$ cat src/rom_image.hex
c0de00ff
c0de04fb
c0de08f7
c0de0cf3
c0de10ef
c0de14eb
c0de18e7
c0de1ce3
c0de20df
c0de24db
c0de28d7
c0de2cd3
c0de30cf
c0de34cb
c0de38c7
c0de3cc3
c0de40bf
c0de44bb
c0de48b7
c0de4cb3
c0de50af
c0de54ab
c0de58a7
c0de5ca3
c0de609f
c0de649b
c0de6897
c0de6c93
c0de708f
c0de748b
c0de7887
c0de7c83

$ cat src/tl_pkg.sv
package tl_pkg;

  ////////////////////////////////////////
  // Link geometry
  ////////////////////////////////////////

  localparam int unsigned DataWidth         = 32;
  localparam int unsigned AddrWidth         = 16;
  localparam int unsigned BeatBytes         = 4;
  localparam int unsigned MaxSize           = 4;
  localparam int unsigned SizeWidth         = $clog2(MaxSize + 1);
  localparam int unsigned BeatCntWidth      = MaxSize - $clog2(BeatBytes) + 1;
  localparam int unsigned HostSourceWidth   = 2;
  // Top bit marks a Get that stands in for an Acquire
  localparam int unsigned DeviceSourceWidth = HostSourceWidth + 1;
  localparam int unsigned SinkWidth         = 2;
  localparam int unsigned SinkNums          = 4;
  localparam int unsigned RomWords          = 32;

  // Host D arbiter inputs
  localparam int unsigned DSrcNum  = 3;
  localparam int unsigned DSrcGnt  = 0;
  localparam int unsigned DSrcDeny = 1;
  localparam int unsigned DSrcRel  = 2;

  ////////////////////////////////////////
  // Opcodes and params
  ////////////////////////////////////////

  typedef enum logic [2:0] {
    PutFullData    = 3'd0,
    PutPartialData = 3'd1,
    Get            = 3'd4,
    AcquireBlock   = 3'd6,
    AcquirePerm    = 3'd7
  } tl_a_op_e;

  typedef enum logic [2:0] {
    AccessAck     = 3'd0,
    AccessAckData = 3'd1,
    Grant         = 3'd4,
    GrantData     = 3'd5,
    ReleaseAck    = 3'd6
  } tl_d_op_e;

  // Grow and cap codes share one 3-bit space, so toB has a code of its own
  typedef enum logic [2:0] {
    NtoB = 3'd0,
    NtoT = 3'd1,
    toN  = 3'd2,
    toB  = 3'd3
  } tl_param_e;

  ////////////////////////////////////////
  // Channel payloads
  ////////////////////////////////////////

  typedef struct packed {
    tl_a_op_e                     opcode;
    logic [2:0]                   param;
    logic [SizeWidth-1:0]         size;
    logic [HostSourceWidth-1:0]   source;
    logic [AddrWidth-1:0]         address;
    logic [BeatBytes-1:0]         mask;
    logic                         corrupt;
    logic [DataWidth-1:0]         data;
  } tl_a_host_t;

  typedef struct packed {
    tl_a_op_e                     opcode;
    logic [2:0]                   param;
    logic [SizeWidth-1:0]         size;
    logic [DeviceSourceWidth-1:0] source;
    logic [AddrWidth-1:0]         address;
    logic [BeatBytes-1:0]         mask;
    logic                         corrupt;
    logic [DataWidth-1:0]         data;
  } tl_a_dev_t;

  typedef struct packed {
    logic [2:0]                   opcode;
    logic [2:0]                   param;
    logic [SizeWidth-1:0]         size;
    logic [HostSourceWidth-1:0]   source;
    logic [AddrWidth-1:0]         address;
  } tl_c_t;

  typedef struct packed {
    tl_d_op_e                     opcode;
    logic [2:0]                   param;
    logic [SizeWidth-1:0]         size;
    logic [HostSourceWidth-1:0]   source;
    logic [SinkWidth-1:0]         sink;
    logic                         denied;
    logic                         corrupt;
    logic [DataWidth-1:0]         data;
  } tl_d_host_t;

  typedef struct packed {
    tl_d_op_e                     opcode;
    logic [2:0]                   param;
    logic [SizeWidth-1:0]         size;
    logic [DeviceSourceWidth-1:0] source;
    logic                         denied;
    logic                         corrupt;
    logic [DataWidth-1:0]         data;
  } tl_d_dev_t;

  typedef struct packed {
    logic [SinkWidth-1:0]         sink;
  } tl_e_t;

  // Beats in a data burst of the given size, never fewer than one
  function automatic logic [BeatCntWidth-1:0] burst_beats(logic [SizeWidth-1:0] size);
    logic [BeatCntWidth-1:0] beats;
    beats = 1;
    if (size > $clog2(BeatBytes)) begin
      beats = beats << (size - $clog2(BeatBytes));
    end
    return beats;
  endfunction

endpackage
$ cat src/tl_rom_subsystem.sv
`timescale 1ns/10ps

module tl_rom_subsystem (
  input  logic               clk_i,
  input  logic               rst_ni,
  input  logic               host_a_valid_i,
  input  tl_pkg::tl_a_host_t host_a_i,
  output logic               host_a_ready_o,
  input  logic               host_c_valid_i,
  input  tl_pkg::tl_c_t      host_c_i,
  output logic               host_c_ready_o,
  output logic               host_d_valid_o,
  output tl_pkg::tl_d_host_t host_d_o,
  input  logic               host_d_ready_i,
  input  logic               host_e_valid_i,
  input  tl_pkg::tl_e_t      host_e_i,
  output logic               host_e_ready_o
);

  logic                                     dev_a_valid;
  tl_pkg::tl_a_dev_t                        dev_a;
  logic                                     dev_a_ready;
  logic                                     dev_d_valid;
  tl_pkg::tl_d_dev_t                        dev_d;
  logic                                     dev_d_ready;
  logic [tl_pkg::DSrcNum-1:0]               arb_valid;
  tl_pkg::tl_d_host_t [tl_pkg::DSrcNum-1:0] arb_req;
  logic [tl_pkg::DSrcNum-1:0]               arb_ready;
  logic                                     merged_valid;
  tl_pkg::tl_d_host_t                       merged;
  logic                                     merged_ready;
  logic                                     d_first;
  logic                                     d_last;

  // GrantAck needs no back-pressure
  assign host_e_ready_o = 1'b1;

  tl_rom_terminator u_terminator (
    .host_a_valid_i (host_a_valid_i),
    .host_a_i       (host_a_i),
    .host_a_ready_o (host_a_ready_o),
    .host_c_valid_i (host_c_valid_i),
    .host_c_i       (host_c_i),
    .host_c_ready_o (host_c_ready_o),
    .dev_a_valid_o  (dev_a_valid),
    .dev_a_o        (dev_a),
    .dev_a_ready_i  (dev_a_ready),
    .dev_d_valid_i  (dev_d_valid),
    .dev_d_i        (dev_d),
    .dev_d_ready_o  (dev_d_ready),
    .arb_valid_o    (arb_valid),
    .arb_o          (arb_req),
    .arb_ready_i    (arb_ready)
  );

  tl_d_arbiter u_d_arbiter (
    .clk_i       (clk_i),
    .rst_ni      (rst_ni),
    .req_valid_i (arb_valid),
    .req_i       (arb_req),
    .req_ready_o (arb_ready),
    .out_valid_o (merged_valid),
    .out_o       (merged),
    .out_ready_i (merged_ready),
    .last_i      (d_last)
  );

  tl_sink_allocator u_sink_allocator (
    .clk_i          (clk_i),
    .rst_ni         (rst_ni),
    .in_valid_i     (merged_valid),
    .in_i           (merged),
    .in_ready_o     (merged_ready),
    .first_i        (d_first),
    .host_d_valid_o (host_d_valid_o),
    .host_d_o       (host_d_o),
    .host_d_ready_i (host_d_ready_i),
    .host_e_valid_i (host_e_valid_i),
    .host_e_i       (host_e_i)
  );

  // Watches the host D channel as the host sees it
  tl_burst_tracker u_burst_tracker (
    .clk_i     (clk_i),
    .rst_ni    (rst_ni),
    .d_valid_i (host_d_valid_o),
    .d_ready_i (host_d_ready_i),
    .d_i       (host_d_o),
    .first_o   (d_first),
    .last_o    (d_last)
  );

  tl_rom_device u_rom_device (
    .clk_i     (clk_i),
    .rst_ni    (rst_ni),
    .a_valid_i (dev_a_valid),
    .a_i       (dev_a),
    .a_ready_o (dev_a_ready),
    .d_valid_o (dev_d_valid),
    .d_o       (dev_d),
    .d_ready_i (dev_d_ready)
  );

endmodule

$ cat src/tl_rom_device.sv
`timescale 1ns/10ps

module tl_rom_device (
  input  logic              clk_i,
  input  logic              rst_ni,
  input  logic              a_valid_i,
  input  tl_pkg::tl_a_dev_t a_i,
  output logic              a_ready_o,
  output logic              d_valid_o,
  output tl_pkg::tl_d_dev_t d_o,
  input  logic              d_ready_i
);

  logic [tl_pkg::DataWidth-1:0]         rom [tl_pkg::RomWords];
  logic                                 busy_q;
  logic [tl_pkg::BeatCntWidth-1:0]      left_q;
  logic                                 get_q;
  logic [tl_pkg::SizeWidth-1:0]         size_q;
  logic [tl_pkg::DeviceSourceWidth-1:0] source_q;
  logic [$clog2(tl_pkg::RomWords)-1:0]  idx_q;
  logic [tl_pkg::AddrWidth-1:0]         base;
  logic                                 a_fire;
  logic                                 d_fire;

  initial begin
    $readmemh("/design/src/rom_image.hex", rom);
  end

  assign a_ready_o = !busy_q;
  assign d_valid_o = busy_q;
  assign a_fire    = a_valid_i && a_ready_o;
  assign d_fire    = busy_q && d_ready_i;

  // Burst starts at the size-aligned address
  assign base = (a_i.address >> a_i.size) << a_i.size;

  always_ff @(posedge clk_i or negedge rst_ni) begin
    if (!rst_ni) begin
      busy_q <= 1'b0;
      left_q <= '0;
    end else if (a_fire) begin
      busy_q <= 1'b1;
      left_q <= (a_i.opcode == tl_pkg::Get) ? tl_pkg::burst_beats(a_i.size) : 1;
    end else if (d_fire) begin
      busy_q <= (left_q != 1);
      left_q <= left_q - 1'b1;
    end
  end

  always_ff @(posedge clk_i) begin
    if (a_fire) begin
      get_q    <= (a_i.opcode == tl_pkg::Get);
      size_q   <= a_i.size;
      source_q <= a_i.source;
      idx_q    <= base[$clog2(tl_pkg::RomWords)+1:2];
    end else if (d_fire) begin
      idx_q    <= idx_q + 1'b1;
    end
  end

  // Anything but Get is refused
  always_comb begin
    d_o        = '0;
    d_o.opcode = get_q ? tl_pkg::AccessAckData : tl_pkg::AccessAck;
    d_o.size   = size_q;
    d_o.source = source_q;
    d_o.denied = !get_q;
    d_o.data   = get_q ? rom[idx_q] : '0;
  end

endmodule

$ cat src/tl_rom_terminator.sv
`timescale 1ns/10ps

module tl_rom_terminator (
  input  logic                                     host_a_valid_i,
  input  tl_pkg::tl_a_host_t                       host_a_i,
  output logic                                     host_a_ready_o,
  input  logic                                     host_c_valid_i,
  input  tl_pkg::tl_c_t                            host_c_i,
  output logic                                     host_c_ready_o,
  output logic                                     dev_a_valid_o,
  output tl_pkg::tl_a_dev_t                        dev_a_o,
  input  logic                                     dev_a_ready_i,
  input  logic                                     dev_d_valid_i,
  input  tl_pkg::tl_d_dev_t                        dev_d_i,
  output logic                                     dev_d_ready_o,
  output logic [tl_pkg::DSrcNum-1:0]               arb_valid_o,
  output tl_pkg::tl_d_host_t [tl_pkg::DSrcNum-1:0] arb_o,
  input  logic [tl_pkg::DSrcNum-1:0]               arb_ready_i
);

  logic is_acq;
  logic allowed;

  assign is_acq = host_a_i.opcode inside {tl_pkg::AcquireBlock, tl_pkg::AcquirePerm};

  // Reads pass, and so do Acquires that ask for a shared copy
  always_comb begin
    if (host_a_i.opcode == tl_pkg::Get) begin
      allowed = 1'b1;
    end else if (is_acq) begin
      allowed = (host_a_i.param == tl_pkg::NtoB);
    end else begin
      allowed = 1'b0;
    end
  end

  ////////////////////////////////////////
  // Host A
  ////////////////////////////////////////

  assign dev_a_valid_o               = host_a_valid_i && allowed;
  assign arb_valid_o[tl_pkg::DSrcDeny] = host_a_valid_i && !allowed;
  assign host_a_ready_o = allowed ? dev_a_ready_i : arb_ready_i[tl_pkg::DSrcDeny];

  // Acquires become Gets tagged in the top source bit
  always_comb begin
    dev_a_o         = '0;
    dev_a_o.opcode  = is_acq ? tl_pkg::Get : host_a_i.opcode;
    dev_a_o.size    = host_a_i.size;
    dev_a_o.source  = {is_acq, host_a_i.source};
    dev_a_o.address = host_a_i.address;
    dev_a_o.mask    = host_a_i.mask;
    dev_a_o.corrupt = host_a_i.corrupt;
    dev_a_o.data    = host_a_i.data;
  end

  always_comb begin
    arb_o[tl_pkg::DSrcDeny]        = '0;
    arb_o[tl_pkg::DSrcDeny].opcode = is_acq ? tl_pkg::Grant : tl_pkg::AccessAck;
    arb_o[tl_pkg::DSrcDeny].param  = is_acq ? tl_pkg::toN : 3'd0;
    arb_o[tl_pkg::DSrcDeny].size   = host_a_i.size;
    arb_o[tl_pkg::DSrcDeny].source = host_a_i.source;
    arb_o[tl_pkg::DSrcDeny].denied = 1'b1;
  end

  ////////////////////////////////////////
  // Host C
  ////////////////////////////////////////

  // Nothing to write back, so every Release is simply acknowledged
  assign arb_valid_o[tl_pkg::DSrcRel] = host_c_valid_i;
  assign host_c_ready_o               = arb_ready_i[tl_pkg::DSrcRel];

  always_comb begin
    arb_o[tl_pkg::DSrcRel]        = '0;
    arb_o[tl_pkg::DSrcRel].opcode = tl_pkg::ReleaseAck;
    arb_o[tl_pkg::DSrcRel].size   = host_c_i.size;
    arb_o[tl_pkg::DSrcRel].source = host_c_i.source;
  end

  ////////////////////////////////////////
  // Device D
  ////////////////////////////////////////

  assign arb_valid_o[tl_pkg::DSrcGnt] = dev_d_valid_i;
  assign dev_d_ready_o                = arb_ready_i[tl_pkg::DSrcGnt];

  always_comb begin
    arb_o[tl_pkg::DSrcGnt]         = '0;
    arb_o[tl_pkg::DSrcGnt].opcode  = dev_d_i.opcode;
    arb_o[tl_pkg::DSrcGnt].size    = dev_d_i.size;
    arb_o[tl_pkg::DSrcGnt].source  = dev_d_i.source[tl_pkg::HostSourceWidth-1:0];
    arb_o[tl_pkg::DSrcGnt].denied  = dev_d_i.denied;
    arb_o[tl_pkg::DSrcGnt].corrupt = dev_d_i.corrupt;
    arb_o[tl_pkg::DSrcGnt].data    = dev_d_i.data;
    // Tagged replies answer an Acquire
    if (dev_d_i.source[tl_pkg::HostSourceWidth]) begin
      arb_o[tl_pkg::DSrcGnt].opcode = tl_pkg::GrantData;
      arb_o[tl_pkg::DSrcGnt].param  = tl_pkg::toB;
    end
  end

endmodule

$ cat src/tl_d_arbiter.sv
`timescale 1ns/10ps

module tl_d_arbiter (
  input  logic                                         clk_i,
  input  logic                                         rst_ni,
  input  logic [tl_pkg::DSrcNum-1:0]                   req_valid_i,
  input  tl_pkg::tl_d_host_t [tl_pkg::DSrcNum-1:0]     req_i,
  output logic [tl_pkg::DSrcNum-1:0]                   req_ready_o,
  output logic                                         out_valid_o,
  output tl_pkg::tl_d_host_t                           out_o,
  input  logic                                         out_ready_i,
  input  logic                                         last_i
);

  typedef logic [$clog2(tl_pkg::DSrcNum)-1:0] src_idx_t;

  typedef enum logic {
    ArbIdle,
    ArbLocked
  } arb_state_e;

  arb_state_e state_q, state_d;
  src_idx_t   prio_q, prio_d;
  src_idx_t   hold_q;
  src_idx_t   grant_idx;
  src_idx_t   sel_idx;
  logic       fire;

  // First valid source at or after the priority pointer
  always_comb begin
    int unsigned cand;
    grant_idx = prio_q;
    for (int k = tl_pkg::DSrcNum - 1; k >= 0; k--) begin
      cand = (prio_q + k) % tl_pkg::DSrcNum;
      if (req_valid_i[cand]) begin
        grant_idx = cand[$bits(src_idx_t)-1:0];
      end
    end
  end

  assign sel_idx     = (state_q == ArbLocked) ? hold_q : grant_idx;
  assign out_valid_o = req_valid_i[sel_idx];
  assign out_o       = req_i[sel_idx];
  assign fire        = out_valid_o && out_ready_i;

  always_comb begin
    for (int i = 0; i < tl_pkg::DSrcNum; i++) begin
      req_ready_o[i] = (sel_idx == i) && out_ready_i;
    end
  end

  //////////////////////////////////////////
  // Lock FSM
  //////////////////////////////////////////

  always_comb begin
    state_d = state_q;
    prio_d  = prio_q;
    if (fire) begin
      if (last_i) begin
        // Burst done, the winner drops to lowest priority
        state_d = ArbIdle;
        prio_d  = (sel_idx == tl_pkg::DSrcNum - 1) ? '0 : sel_idx + 1'b1;
      end else begin
        state_d = ArbLocked;
      end
    end
  end

  always_ff @(posedge clk_i or negedge rst_ni) begin
    if (!rst_ni) begin
      state_q <= ArbIdle;
      prio_q  <= '0;
    end else begin
      state_q <= state_d;
      prio_q  <= prio_d;
    end
  end

  always_ff @(posedge clk_i) begin
    if (fire && state_q == ArbIdle) begin
      hold_q <= grant_idx;
    end
  end

endmodule

$ cat src/tl_sink_allocator.sv
`timescale 1ns/10ps

module tl_sink_allocator (
  input  logic               clk_i,
  input  logic               rst_ni,
  input  logic               in_valid_i,
  input  tl_pkg::tl_d_host_t in_i,
  output logic               in_ready_o,
  input  logic               first_i,
  output logic               host_d_valid_o,
  output tl_pkg::tl_d_host_t host_d_o,
  input  logic               host_d_ready_i,
  input  logic               host_e_valid_i,
  input  tl_pkg::tl_e_t      host_e_i
);

  logic [tl_pkg::SinkNums-1:0]  free_q, free_d;
  logic [tl_pkg::SinkWidth-1:0] sink_q;
  logic [tl_pkg::SinkWidth-1:0] avail_idx;
  logic                         avail;
  logic                         need_sink;
  logic                         stall;
  logic                         alloc;

  // Lowest free id wins
  always_comb begin
    avail     = 1'b0;
    avail_idx = '0;
    for (int i = tl_pkg::SinkNums - 1; i >= 0; i--) begin
      if (free_q[i]) begin
        avail     = 1'b1;
        avail_idx = i[tl_pkg::SinkWidth-1:0];
      end
    end
  end

  assign need_sink = in_valid_i && first_i &&
                     (in_i.opcode inside {tl_pkg::Grant, tl_pkg::GrantData});
  assign stall     = need_sink && !avail;
  assign alloc     = need_sink && avail && host_d_ready_i;

  // A Grant with no free id is held back from the host
  assign host_d_valid_o = in_valid_i && !stall;
  assign in_ready_o     = host_d_ready_i && !stall;

  always_comb begin
    host_d_o      = in_i;
    host_d_o.sink = need_sink ? avail_idx : sink_q;
  end

  always_comb begin
    free_d = free_q;
    if (alloc) begin
      free_d[avail_idx] = 1'b0;
    end
    // GrantAck returns its id to the pool
    if (host_e_valid_i) begin
      free_d[host_e_i.sink] = 1'b1;
    end
  end

  always_ff @(posedge clk_i or negedge rst_ni) begin
    if (!rst_ni) begin
      free_q <= '1;
    end else begin
      free_q <= free_d;
    end
  end

  // Later beats of a GrantData burst reuse the id of the first one
  always_ff @(posedge clk_i) begin
    if (alloc) begin
      sink_q <= avail_idx;
    end
  end

endmodule

$ cat src/tl_burst_tracker.sv
`timescale 1ns/10ps

module tl_burst_tracker (
  input  logic               clk_i,
  input  logic               rst_ni,
  input  logic               d_valid_i,
  input  logic               d_ready_i,
  input  tl_pkg::tl_d_host_t d_i,
  output logic               first_o,
  output logic               last_o
);

  // Beats still to come in the message that is in flight
  logic [tl_pkg::BeatCntWidth-1:0] left_q, left_d;
  logic [tl_pkg::BeatCntWidth-1:0] beats;

  // Only data responses span more than one beat
  always_comb begin
    if (d_i.opcode inside {tl_pkg::AccessAckData, tl_pkg::GrantData}) begin
      beats = tl_pkg::burst_beats(d_i.size);
    end else begin
      beats = 1;
    end
  end

  assign first_o = (left_q == '0);
  assign last_o  = (left_q == 1) || (first_o && beats == 1);

  always_comb begin
    left_d = left_q;
    if (d_valid_i && d_ready_i) begin
      left_d = first_o ? beats - 1'b1 : left_q - 1'b1;
    end
  end

  always_ff @(posedge clk_i or negedge rst_ni) begin
    if (!rst_ni) begin
      left_q <= '0;
    end else begin
      left_q <= left_d;
    end
  end

endmodule

$ cat config.mk
export PLATFORM = sky130hd
export DESIGN_NAME = tl_rom_subsystem
export DESIGN_NICKNAME = d
export VERILOG_FILES = /design/src/tl_pkg.sv /design/src/tl_rom_subsystem.sv /design/src/tl_rom_device.sv /design/src/tl_rom_terminator.sv /design/src/tl_d_arbiter.sv /design/src/tl_sink_allocator.sv /design/src/tl_burst_tracker.sv
export SDC_FILE = /design/constraint.sdc
export NUM_CORES = 1
export LEC_CHECK = 0
export ABC_CLOCK_PERIOD_IN_PS = 5600
export BUFFER_PORTS_ARGS = -buffer_cell sky130_fd_sc_hd__buf_2
export CORE_MARGIN = 1.5
export CORE_UTILIZATION = 54
export CTS_CLUSTER_SIZE = 10
export DETAILED_ROUTE_END_ITERATION = 12
export GPL_ROUTABILITY_DRIVEN = 0
export PLACE_DENSITY = 0.8
export REMOVE_ABC_BUFFERS = 1
export SLEW_MARGIN = 5
export SYNTH_ARGS = -nofsm -noshare
export SYNTH_HDL_FRONTEND = slang
export SYNTH_HIERARCHICAL = 1
export SYNTH_SLANG_ARGS = --single-unit
$ cat constraint.sdc
create_clock -name clk_i -period 5.6 [get_ports clk_i]
set_input_delay 0.84 -clock clk_i [delete_from_list [all_inputs] [get_ports clk_i]]
set_output_delay 0.84 -clock clk_i [all_outputs]
set_load 0.02 [all_outputs]
==> results.yml, run 1 <==
logic_synthesis:
  synth_warnings: 6
  syn_inst: 585
  synth.cell_area_mm2: 0.00458
  synth_area_per_cell_um2: 7.84
global_routing:
  grt_first_pass_wirelength_um: 11100
  grt_use_total: 0.150
  first_global_vias: 2492
  grt_max_degree: 50
  grt_overflow_total: 0
  antenna_found_initial: 0
worst_setup_path:
  crit_chain: "buf_2, nor4b_4, o21ai_2, and2_1, inv_1, nor2_1, a221oi_4, o311ai_4, buf_4, o21ba_1, a21oi_1, and4b_1, nand2_1, and2_1, nor3b_1, mux2_4, buf_2"
  critPathArrivalTime_ps: 4350
  crit_type: "primary input to output pin"
  worstSetupStartpointType: "primary input"
  rrSetupSlack_ps: 920
  rr_worst_depth: 20
  critical_path.max_fanout: 18
  rr_endpoint: "u_d_arbiter/prio_q[1]$_DFFE_PN0P_"
  cpMaxStageDelayCell: "a221oi_4"
  reg2reg_from: "u_d_arbiter/prio_q[0]$_DFFE_PN0P_"
  endpoint_kind: "output pin"
  worstPathRequired_ps: 4760
  max_stage_delay_ps: 410
clock_network:
  insertion_delay_ps: 280
  h-tree-depth: 1
  cts_tree: "built"
  clk_pin_slew_ps: 100
  clk_path_buf_depth: 2
  post_cts_buffers: 0
  cts_buffers: 3
  cts_resized: 0
  root_buffer: "clkbuf_8"
  cts_sinks: 25
  postCtsHoldBufs: 0
finish:
  seq_area_um2: 686
  layout-drive-gt1-share: 0.150
  multi_input_area_mm2: 0.00245
  layout_commonest_cell: "conb_1"
  layout_common_cells: "conb_1, nand2_1, o21ai_1"
  fin_cells: 604
  nNetsFinal: 611
  diodes: 0
  area_growth_pct: -20.9
  fillers: 814
placed_design:
  dp.final_hpwl_um: 5280
  placedCellCount: 600
  io_buffers: 39
routing:
  vias: 2737
  first_pass_iters: 4
  vias_per_cell: 4.53
  drt-initial-drc-count: 99
  wl_per_cell_um: 11.0
  routed_wl_um: 6670
  ant_nets: 0
  drc: 0
sta:
  finalCritPeriodShare: 0.926
  rsz0062_at_grt: "no"
  max_slew_margin: 0.645
  tightest_slew_ps: 533
  finalWorstPathRequiredPeriod_ps: 5190
  fmaxAchievable_mhz: 193
  final.setup.tns_ps: 0
  skew_ps: 12.2
  slew_violations: 0
  setup_violations: 0
  hold_viol: 0
power:
  combinationalPowerShare: 0.794
  p_leak_nw: 1.77
  power.internal_w: 0.000828
  swShare: 0.582
  power_density_mw_per_mm2: 547
  p_seq_frac: 0.148
  switchingPower_w: 0.00115
  vdd_drop_max_mv: 0.265
  p_clk_frac: 0.058
floorplan:
  num_io_pins: 150
  die_w_um: 95.1
  design.core.area_mm2: 0.00822
  initial_core_util: 0.558
  rows: 33
  dieArea_mm2: 0.00905
  die_y_um: 95.1
status:
  status: "completed"
run:
  cap_violations: 0
min_path:
  hp-class: "primary input to asynchronous set/reset pin"
cell type report:
type / count / area share
well taps: 105 / 0.0362
clock inverters: 1 / 0.00207
flip-flops and latches: 25 / 0.189
clock buffers: 3 / 0.0114
multi-input cells: 404 / 0.674
repair buffers: 44 / 0.0642
inverters: 22 / 0.0228
per-stage QoR:
step	power [W]	setup WS, ps	util	area, µm²	hold WS (ps)
floorplan	0.00158	-1360	-	3210	481
global placement	0.00180	484	0.436	3580	493
detailed placement	0.00184	419	0.436	3580	517
CTS	0.00196	412	0.441	3630	457
global route	0.00216	160	0.441	3630	461
finish	0.00198	413	0.441	3630	447
layer usage:
layer	part of all wire	vias up	GRT usage
met5	0	-	0
met1	0.45	1235	0.170
met3	0.033	8	0.0136
li1	-	1438	-
met2	0.51	56	0.293
met4	0.011	0	0.0398
critical path: cells and delay by family:
| family | cells | cell delay (ps) |
|---|---|---|
| buf+inv | 4 | 650 |
| mux | 1 | 280 |
| simple gates | 7 | 1370 |
| compound gates | 5 | 1190 |
worst max-delay path by stage:
stage                             from                                 to  slack, ps
after global routing      host_a_i[59]                     host_a_ready_o        160
after CTS                 host_a_i[59]                     host_a_ready_o        410
after detailed placement  host_a_i[59]  u_d_arbiter/prio_q[1]$_DFFE_PN0P_        420
after global placement    host_a_i[59]                     host_a_ready_o        480
after floorplan           host_a_i[59]                     host_a_ready_o      -1360
final                     host_a_i[59]                     host_a_ready_o        410
registers in the layout (all words and copies together), names as in the netlist, 2 cells and up:
| register | count |
|---|---|
| u_sink_allocator/free_q | 4 |
| u_burst_tracker/left_q | 3 |
| u_rom_device/left_q | 3 |
| u_rom_device/size_q | 3 |
| u_rom_device/source_q | 3 |
| u_d_arbiter/hold_q | 2 |
| u_d_arbiter/prio_q | 2 |
| u_sink_allocator/sink_q | 2 |
power by group through the flow:
stage | sequential [W] | clock (W) | combinational, W
2_1_floorplan | 0.000283 | 0 | 0.00130
3_3_place_gp | 0.000292 | 0 | 0.00150
3_5_place_dp | 0.000296 | 0 | 0.00155
4_1_cts | 0.000293 | 0.000116 | 0.00156
5_1_grt | 0.000302 | 0.000124 | 0.00173
6_report | 0.000294 | 0.000114 | 0.00157
(Power assumes the default switching activity.)
==> inputs of run 2 (changes only) <==
ABC_AREA = 1   (was unset)
==> results.yml, run 2 <==
power:
  p_leak_nw: 2.13
  power_density_mw_per_mm2: 749
  fin_total_pwr_w: 0.00264
  vdd_drop_max_mv: 0.316
sta:
  finalCritPeriodShare: 0.864
  slew_violations: 0
  finalWorstPathRequiredPeriod_ps: 4840
  setup_violations: 0
  fmaxAchievable_mhz: 207
  final.setup.tns_ps: 0
  hold_viol: 0
  skew_ps: 12.1
  rsz0062_at_grt: "no"
worst_setup_path:
  cpMaxStageDelayCell: "nor2_1"
  critical_path.max_fanout: 19
  rrSetupSlack_ps: 1500
  critPathArrivalTime_ps: 4000
  rr_endpoint: "u_d_arbiter/prio_q[0]$_DFFE_PN0P_"
  worstPathRequired_ps: 4760
  endpoint_kind: "output pin"
  critical_path.endpoint: "host_a_ready_o"
  startpoint: "host_a_i[63]"
  reg2reg_from: "u_d_arbiter/prio_q[0]$_DFFE_PN0P_"
  max_stage_delay_ps: 290
  worstSetupStartpointType: "primary input"
  rr_worst_depth: 24
  crit_type: "primary input to output pin"
logic_synthesis:
  synth_area_per_cell_um2: 6.66
  syn_inst: 678
  synth.cell_area_mm2: 0.00451
  synth_warnings: 6
placed_design:
  io_buffers: 39
  dp.final_hpwl_um: 4810
clock_network:
  insertion_delay_ps: 270
  h-tree-depth: 1
  cts_resized: 0
  clk_pin_slew_ps: 100
  cts_sinks: 25
  postCtsHoldBufs: 0
  root_buffer: "clkbuf_8"
  cts_tree: "built"
  cts_buffers: 3
  clk_path_buf_depth: 2
  post_cts_buffers: 0
global_routing:
  antenna_found_initial: 0
  grt_max_degree: 46
  grt_overflow_total: 0
  grt_use_total: 0.144
  first_global_vias: 2519
  grt_first_pass_wirelength_um: 10600
finish:
  fillers: 868
  area_growth_pct: -21.7
  fin_util: 0.432
  layout_commonest_cell: "nand2_1"
  seq_area_um2: 686
  nNetsFinal: 708
  layout_common_cells: "nand2_1, conb_1, inv_1"
  layout-drive-gt1-share: 0.158
  diodes: 0
  top_register: "u_sink_allocator/free_q"
  multi_input_area_mm2: 0.00222
  largest_reg_flops: 4
routing:
  ant_nets: 0
  routed_wl_um: 6230
  vias: 2877
  wl_per_cell_um: 8.89
  drt-initial-drc-count: 140
  first_pass_iters: 4
  drc: 0
  vias_per_cell: 4.10
floorplan:
  dieArea_mm2: 0.00892
  rows: 33
  num_io_pins: 150
  design.core.area_mm2: 0.00818
  die_w_um: 94.4
  initial_core_util: 0.552
  die_y_um: 94.4
run:
  cap_violations: 0
min_path:
  hp-class: "primary input to asynchronous set/reset pin"
status:
  status: "completed"
## run 2: how the worst min path moves through the flow
| stage | end | slack, ps | cells after the start |
|---|---|---|---|
| after floorplan | u_burst_tracker/left_q[1]$_DFFE_PN0P_ | 450 | 2 |
| after global placement | u_burst_tracker/left_q[1]$_DFFE_PN0P_ | 470 | 2 |
| after detailed placement | u_burst_tracker/left_q[1]$_DFFE_PN0P_ | 480 | 2 |
| after CTS | u_burst_tracker/left_q[1]$_DFFE_PN0P_ | 450 | 1 |
| after global routing | u_burst_tracker/left_q[1]$_DFFE_PN0P_ | 450 | 1 |
| final | u_d_arbiter/prio_q[1]$_DFFE_PN0P_ | 440 | 1 |
## run 2: per-stage QoR
| step | instance area (µm²) | hold slack (ps) | std cells | worst slack [ps] |
|---|---|---|---|---|
| 2_1_floorplan | 3120 | 449 | 549 | 20.5 |
| 3_3_place_gp | 3480 | 465 | 697 | 767 |
| 3_5_place_dp | 3480 | 482 | 697 | 781 |
| 4_1_cts | 3530 | 451 | 701 | 771 |
| 5_1_grt | 3530 | 455 | 701 | 341 |
| 6_report | 3530 | 443 | 701 | 761 |
## run 2: critical path: cells and delay by family
| kind | cells | cell delay, ps |
|---|---|---|
| AND/OR/NAND/NOR | 22 | 2310 |
| buffers and inverters | 7 | 870 |
## run 2: per-layer routing
metal | wire [µm] | GRT usage | up-vias
met5 | 0 | 0 | -
met4 | 50 | 0.0299 | 0
met3 | 477 | 0.0330 | 4
met2 | 2740 | 0.252 | 69
met1 | 2960 | 0.181 | 1193
li1 | - | - | 1611
## run 2: area by class of cell
cell class	count	share of cell area
multi-input combinational	464	0.628
sequential	25	0.194
timing repair buffer	43	0.0638
inverter	60	0.0638
tap	105	0.0372
clock buffer	3	0.0117
clock inverter	1	0.00177
## run 2: where the power goes
part           internal [W]  switching (W)
combinational      0.000609        0.00163
clock             0.0000508      0.0000611
sequential         0.000250      0.0000446
==> inputs of run 3 (changes only) <==
ABC_CLOCK_PERIOD_IN_PS = 4800   (was 5600)
clock period = 4.8 ns   (was 5.6 ns; I/O delays follow)
==> results.yml, run 3 (synthesized netlist as in run 2, its figures left out) <==
floorplan:
  die_w_um: 94.4
  initial_core_util: 0.552
  num_io_pins: 150
  die_y_um: 94.4
  dieArea_mm2: 0.00892
  rows: 33
  design.core.area_mm2: 0.00818
finish:
  layout_commonest_cell: "nand2_1"
  fin_cells: 704
  diodes: 0
  nNetsFinal: 711
  layout_common_cells: "nand2_1, conb_1, inv_1"
  layout-drive-gt1-share: 0.164
  largest_reg_flops: 4
  top_register: "u_sink_allocator/free_q"
  area_growth_pct: -21.2
worst_setup_path:
  critical_path.max_fanout: 30
  cpMaxStageDelayCell: "buf_4"
  worstPathBufferInverterCount: 6
  critPathArrivalTime_ps: 3640
  critPathTopFamily: "simple AND/OR/NAND/NOR gates"
  max_stage_delay_ps: 230
  endpoint_kind: "output pin"
  rrSetupSlack_ps: 910
  worstPathRequired_ps: 4080
  worstSetupStartpointType: "primary input"
  cpMostUsedCell: "nand2_1"
  crit_type: "primary input to output pin"
sta:
  skew_ps: 1.73
  hold_viol: 0
  fmaxAchievable_mhz: 230
  slew_violations: 0
  finalCritPeriodShare: 0.907
  finalWorstPathRequiredPeriod_ps: 4360
  hold_slack_ps: 335
  rsz0062_at_grt: "no"
  setup_violations: 0
placed_design:
  dp.final_hpwl_um: 5040
  placedCellCount: 700
  io_buffers: 39
global_routing:
  antenna_found_initial: 0
  first_global_vias: 2517
  grt_max_degree: 31
  grt_overflow_total: 0
  grt_use_total: 0.145
  grt_first_pass_wirelength_um: 10600
routing:
  vias_per_cell: 4.03
  vias: 2837
  routed_wl_um: 6280
  drt-initial-drc-count: 135
  drc: 0
  ant_nets: 0
  wl_per_cell_um: 8.93
  first_pass_iters: 4
clock_network:
  clk_pin_slew_ps: 90
  root_buffer: "clkbuf_8"
  cts_tree: "built"
  insertion_delay_ps: 270
  h-tree-depth: 1
  cts_buffers: 3
  post_cts_buffers: 0
  cts_sinks: 25
  clk_path_buf_depth: 2
min_path:
  hp-class: "primary input to asynchronous set/reset pin"
status:
  status: "completed"
power:
  fin_total_pwr_w: 0.00312
  vdd_drop_max_mv: 0.403
  p_leak_nw: 2.14
  power_density_mw_per_mm2: 877
run:
  cap_violations: 0
-- run 3: changes by cell type in the layout (fill, tap and decap cells not counted), sizes merged --
| cell | previous run | this run |
|---|---|---|
| inv | 61 | 60 |
| buf | 43 | 46 |
| clkbuf | 3 | 4 |
-- run 3: power breakdown --
part           internal [W]  total [W]  switching [W]
Clock             0.0000594   0.000128      0.0000685
Combinational      0.000747    0.00265        0.00190
Sequential         0.000291   0.000344      0.0000526
Total               0.00110    0.00312        0.00202
-- run 3: layout make-up --
type / instances / area (µm²)
Clock buffer: 4 / 45.0
Fill cell: 852 / 4620
Inverter: 60 / 225
Multi-Input combinational cell: 464 / 2220
Sequential cell: 25 / 686
Tap cell: 105 / 131
Timing Repair Buffer: 46 / 248
-- run 3: metrics by stage --
step	instance area, µm²	util	TNS, ps	setup WS [ps]
after floorplan	3120	-	-1880	-540
after global placement	3510	0.429	0	319
after detailed placement	3510	0.429	0	279
after CTS	3550	0.434	0	261
after global routing	3560	0.435	0	86.2
final	3560	0.435	0	445
-- run 3: worst paths after layout --
kind	start	depth (start not counted)	to
setup / recovery	host_a_i[63]	30	host_a_ready_o
hold / removal	rst_ni	1	u_burst_tracker/left_q[1]$_DFFE_PN0P_
setup reg to reg	u_d_arbiter/prio_q[0]$_DFFE_PN0P_	23	u_d_arbiter/prio_q[0]$_DFFE_PN0P_
hold reg to reg	u_burst_tracker/left_q[1]$_DFFE_PN0P_	2	u_burst_tracker/left_q[1]$_DFFE_PN0P_
max in group asynchronous	rst_ni	1	u_sink_allocator/free_q[1]$_DFF_PN1_
min in group clk_i	u_burst_tracker/left_q[1]$_DFFE_PN0P_	2	u_burst_tracker/left_q[1]$_DFFE_PN0P_
-- run 3: layer usage --
metal  GRT usage  wire length (µm)
met5           0                 0
met4      0.0236                23
met3      0.0298               452
met2       0.262              2820
met1       0.179              2990
-- run 3: timing repair --
item | CTS | global route
hold buffers | 0 | 0
gates resized for setup | 0 | 2
endpoints found under the setup margin | 0 | 2
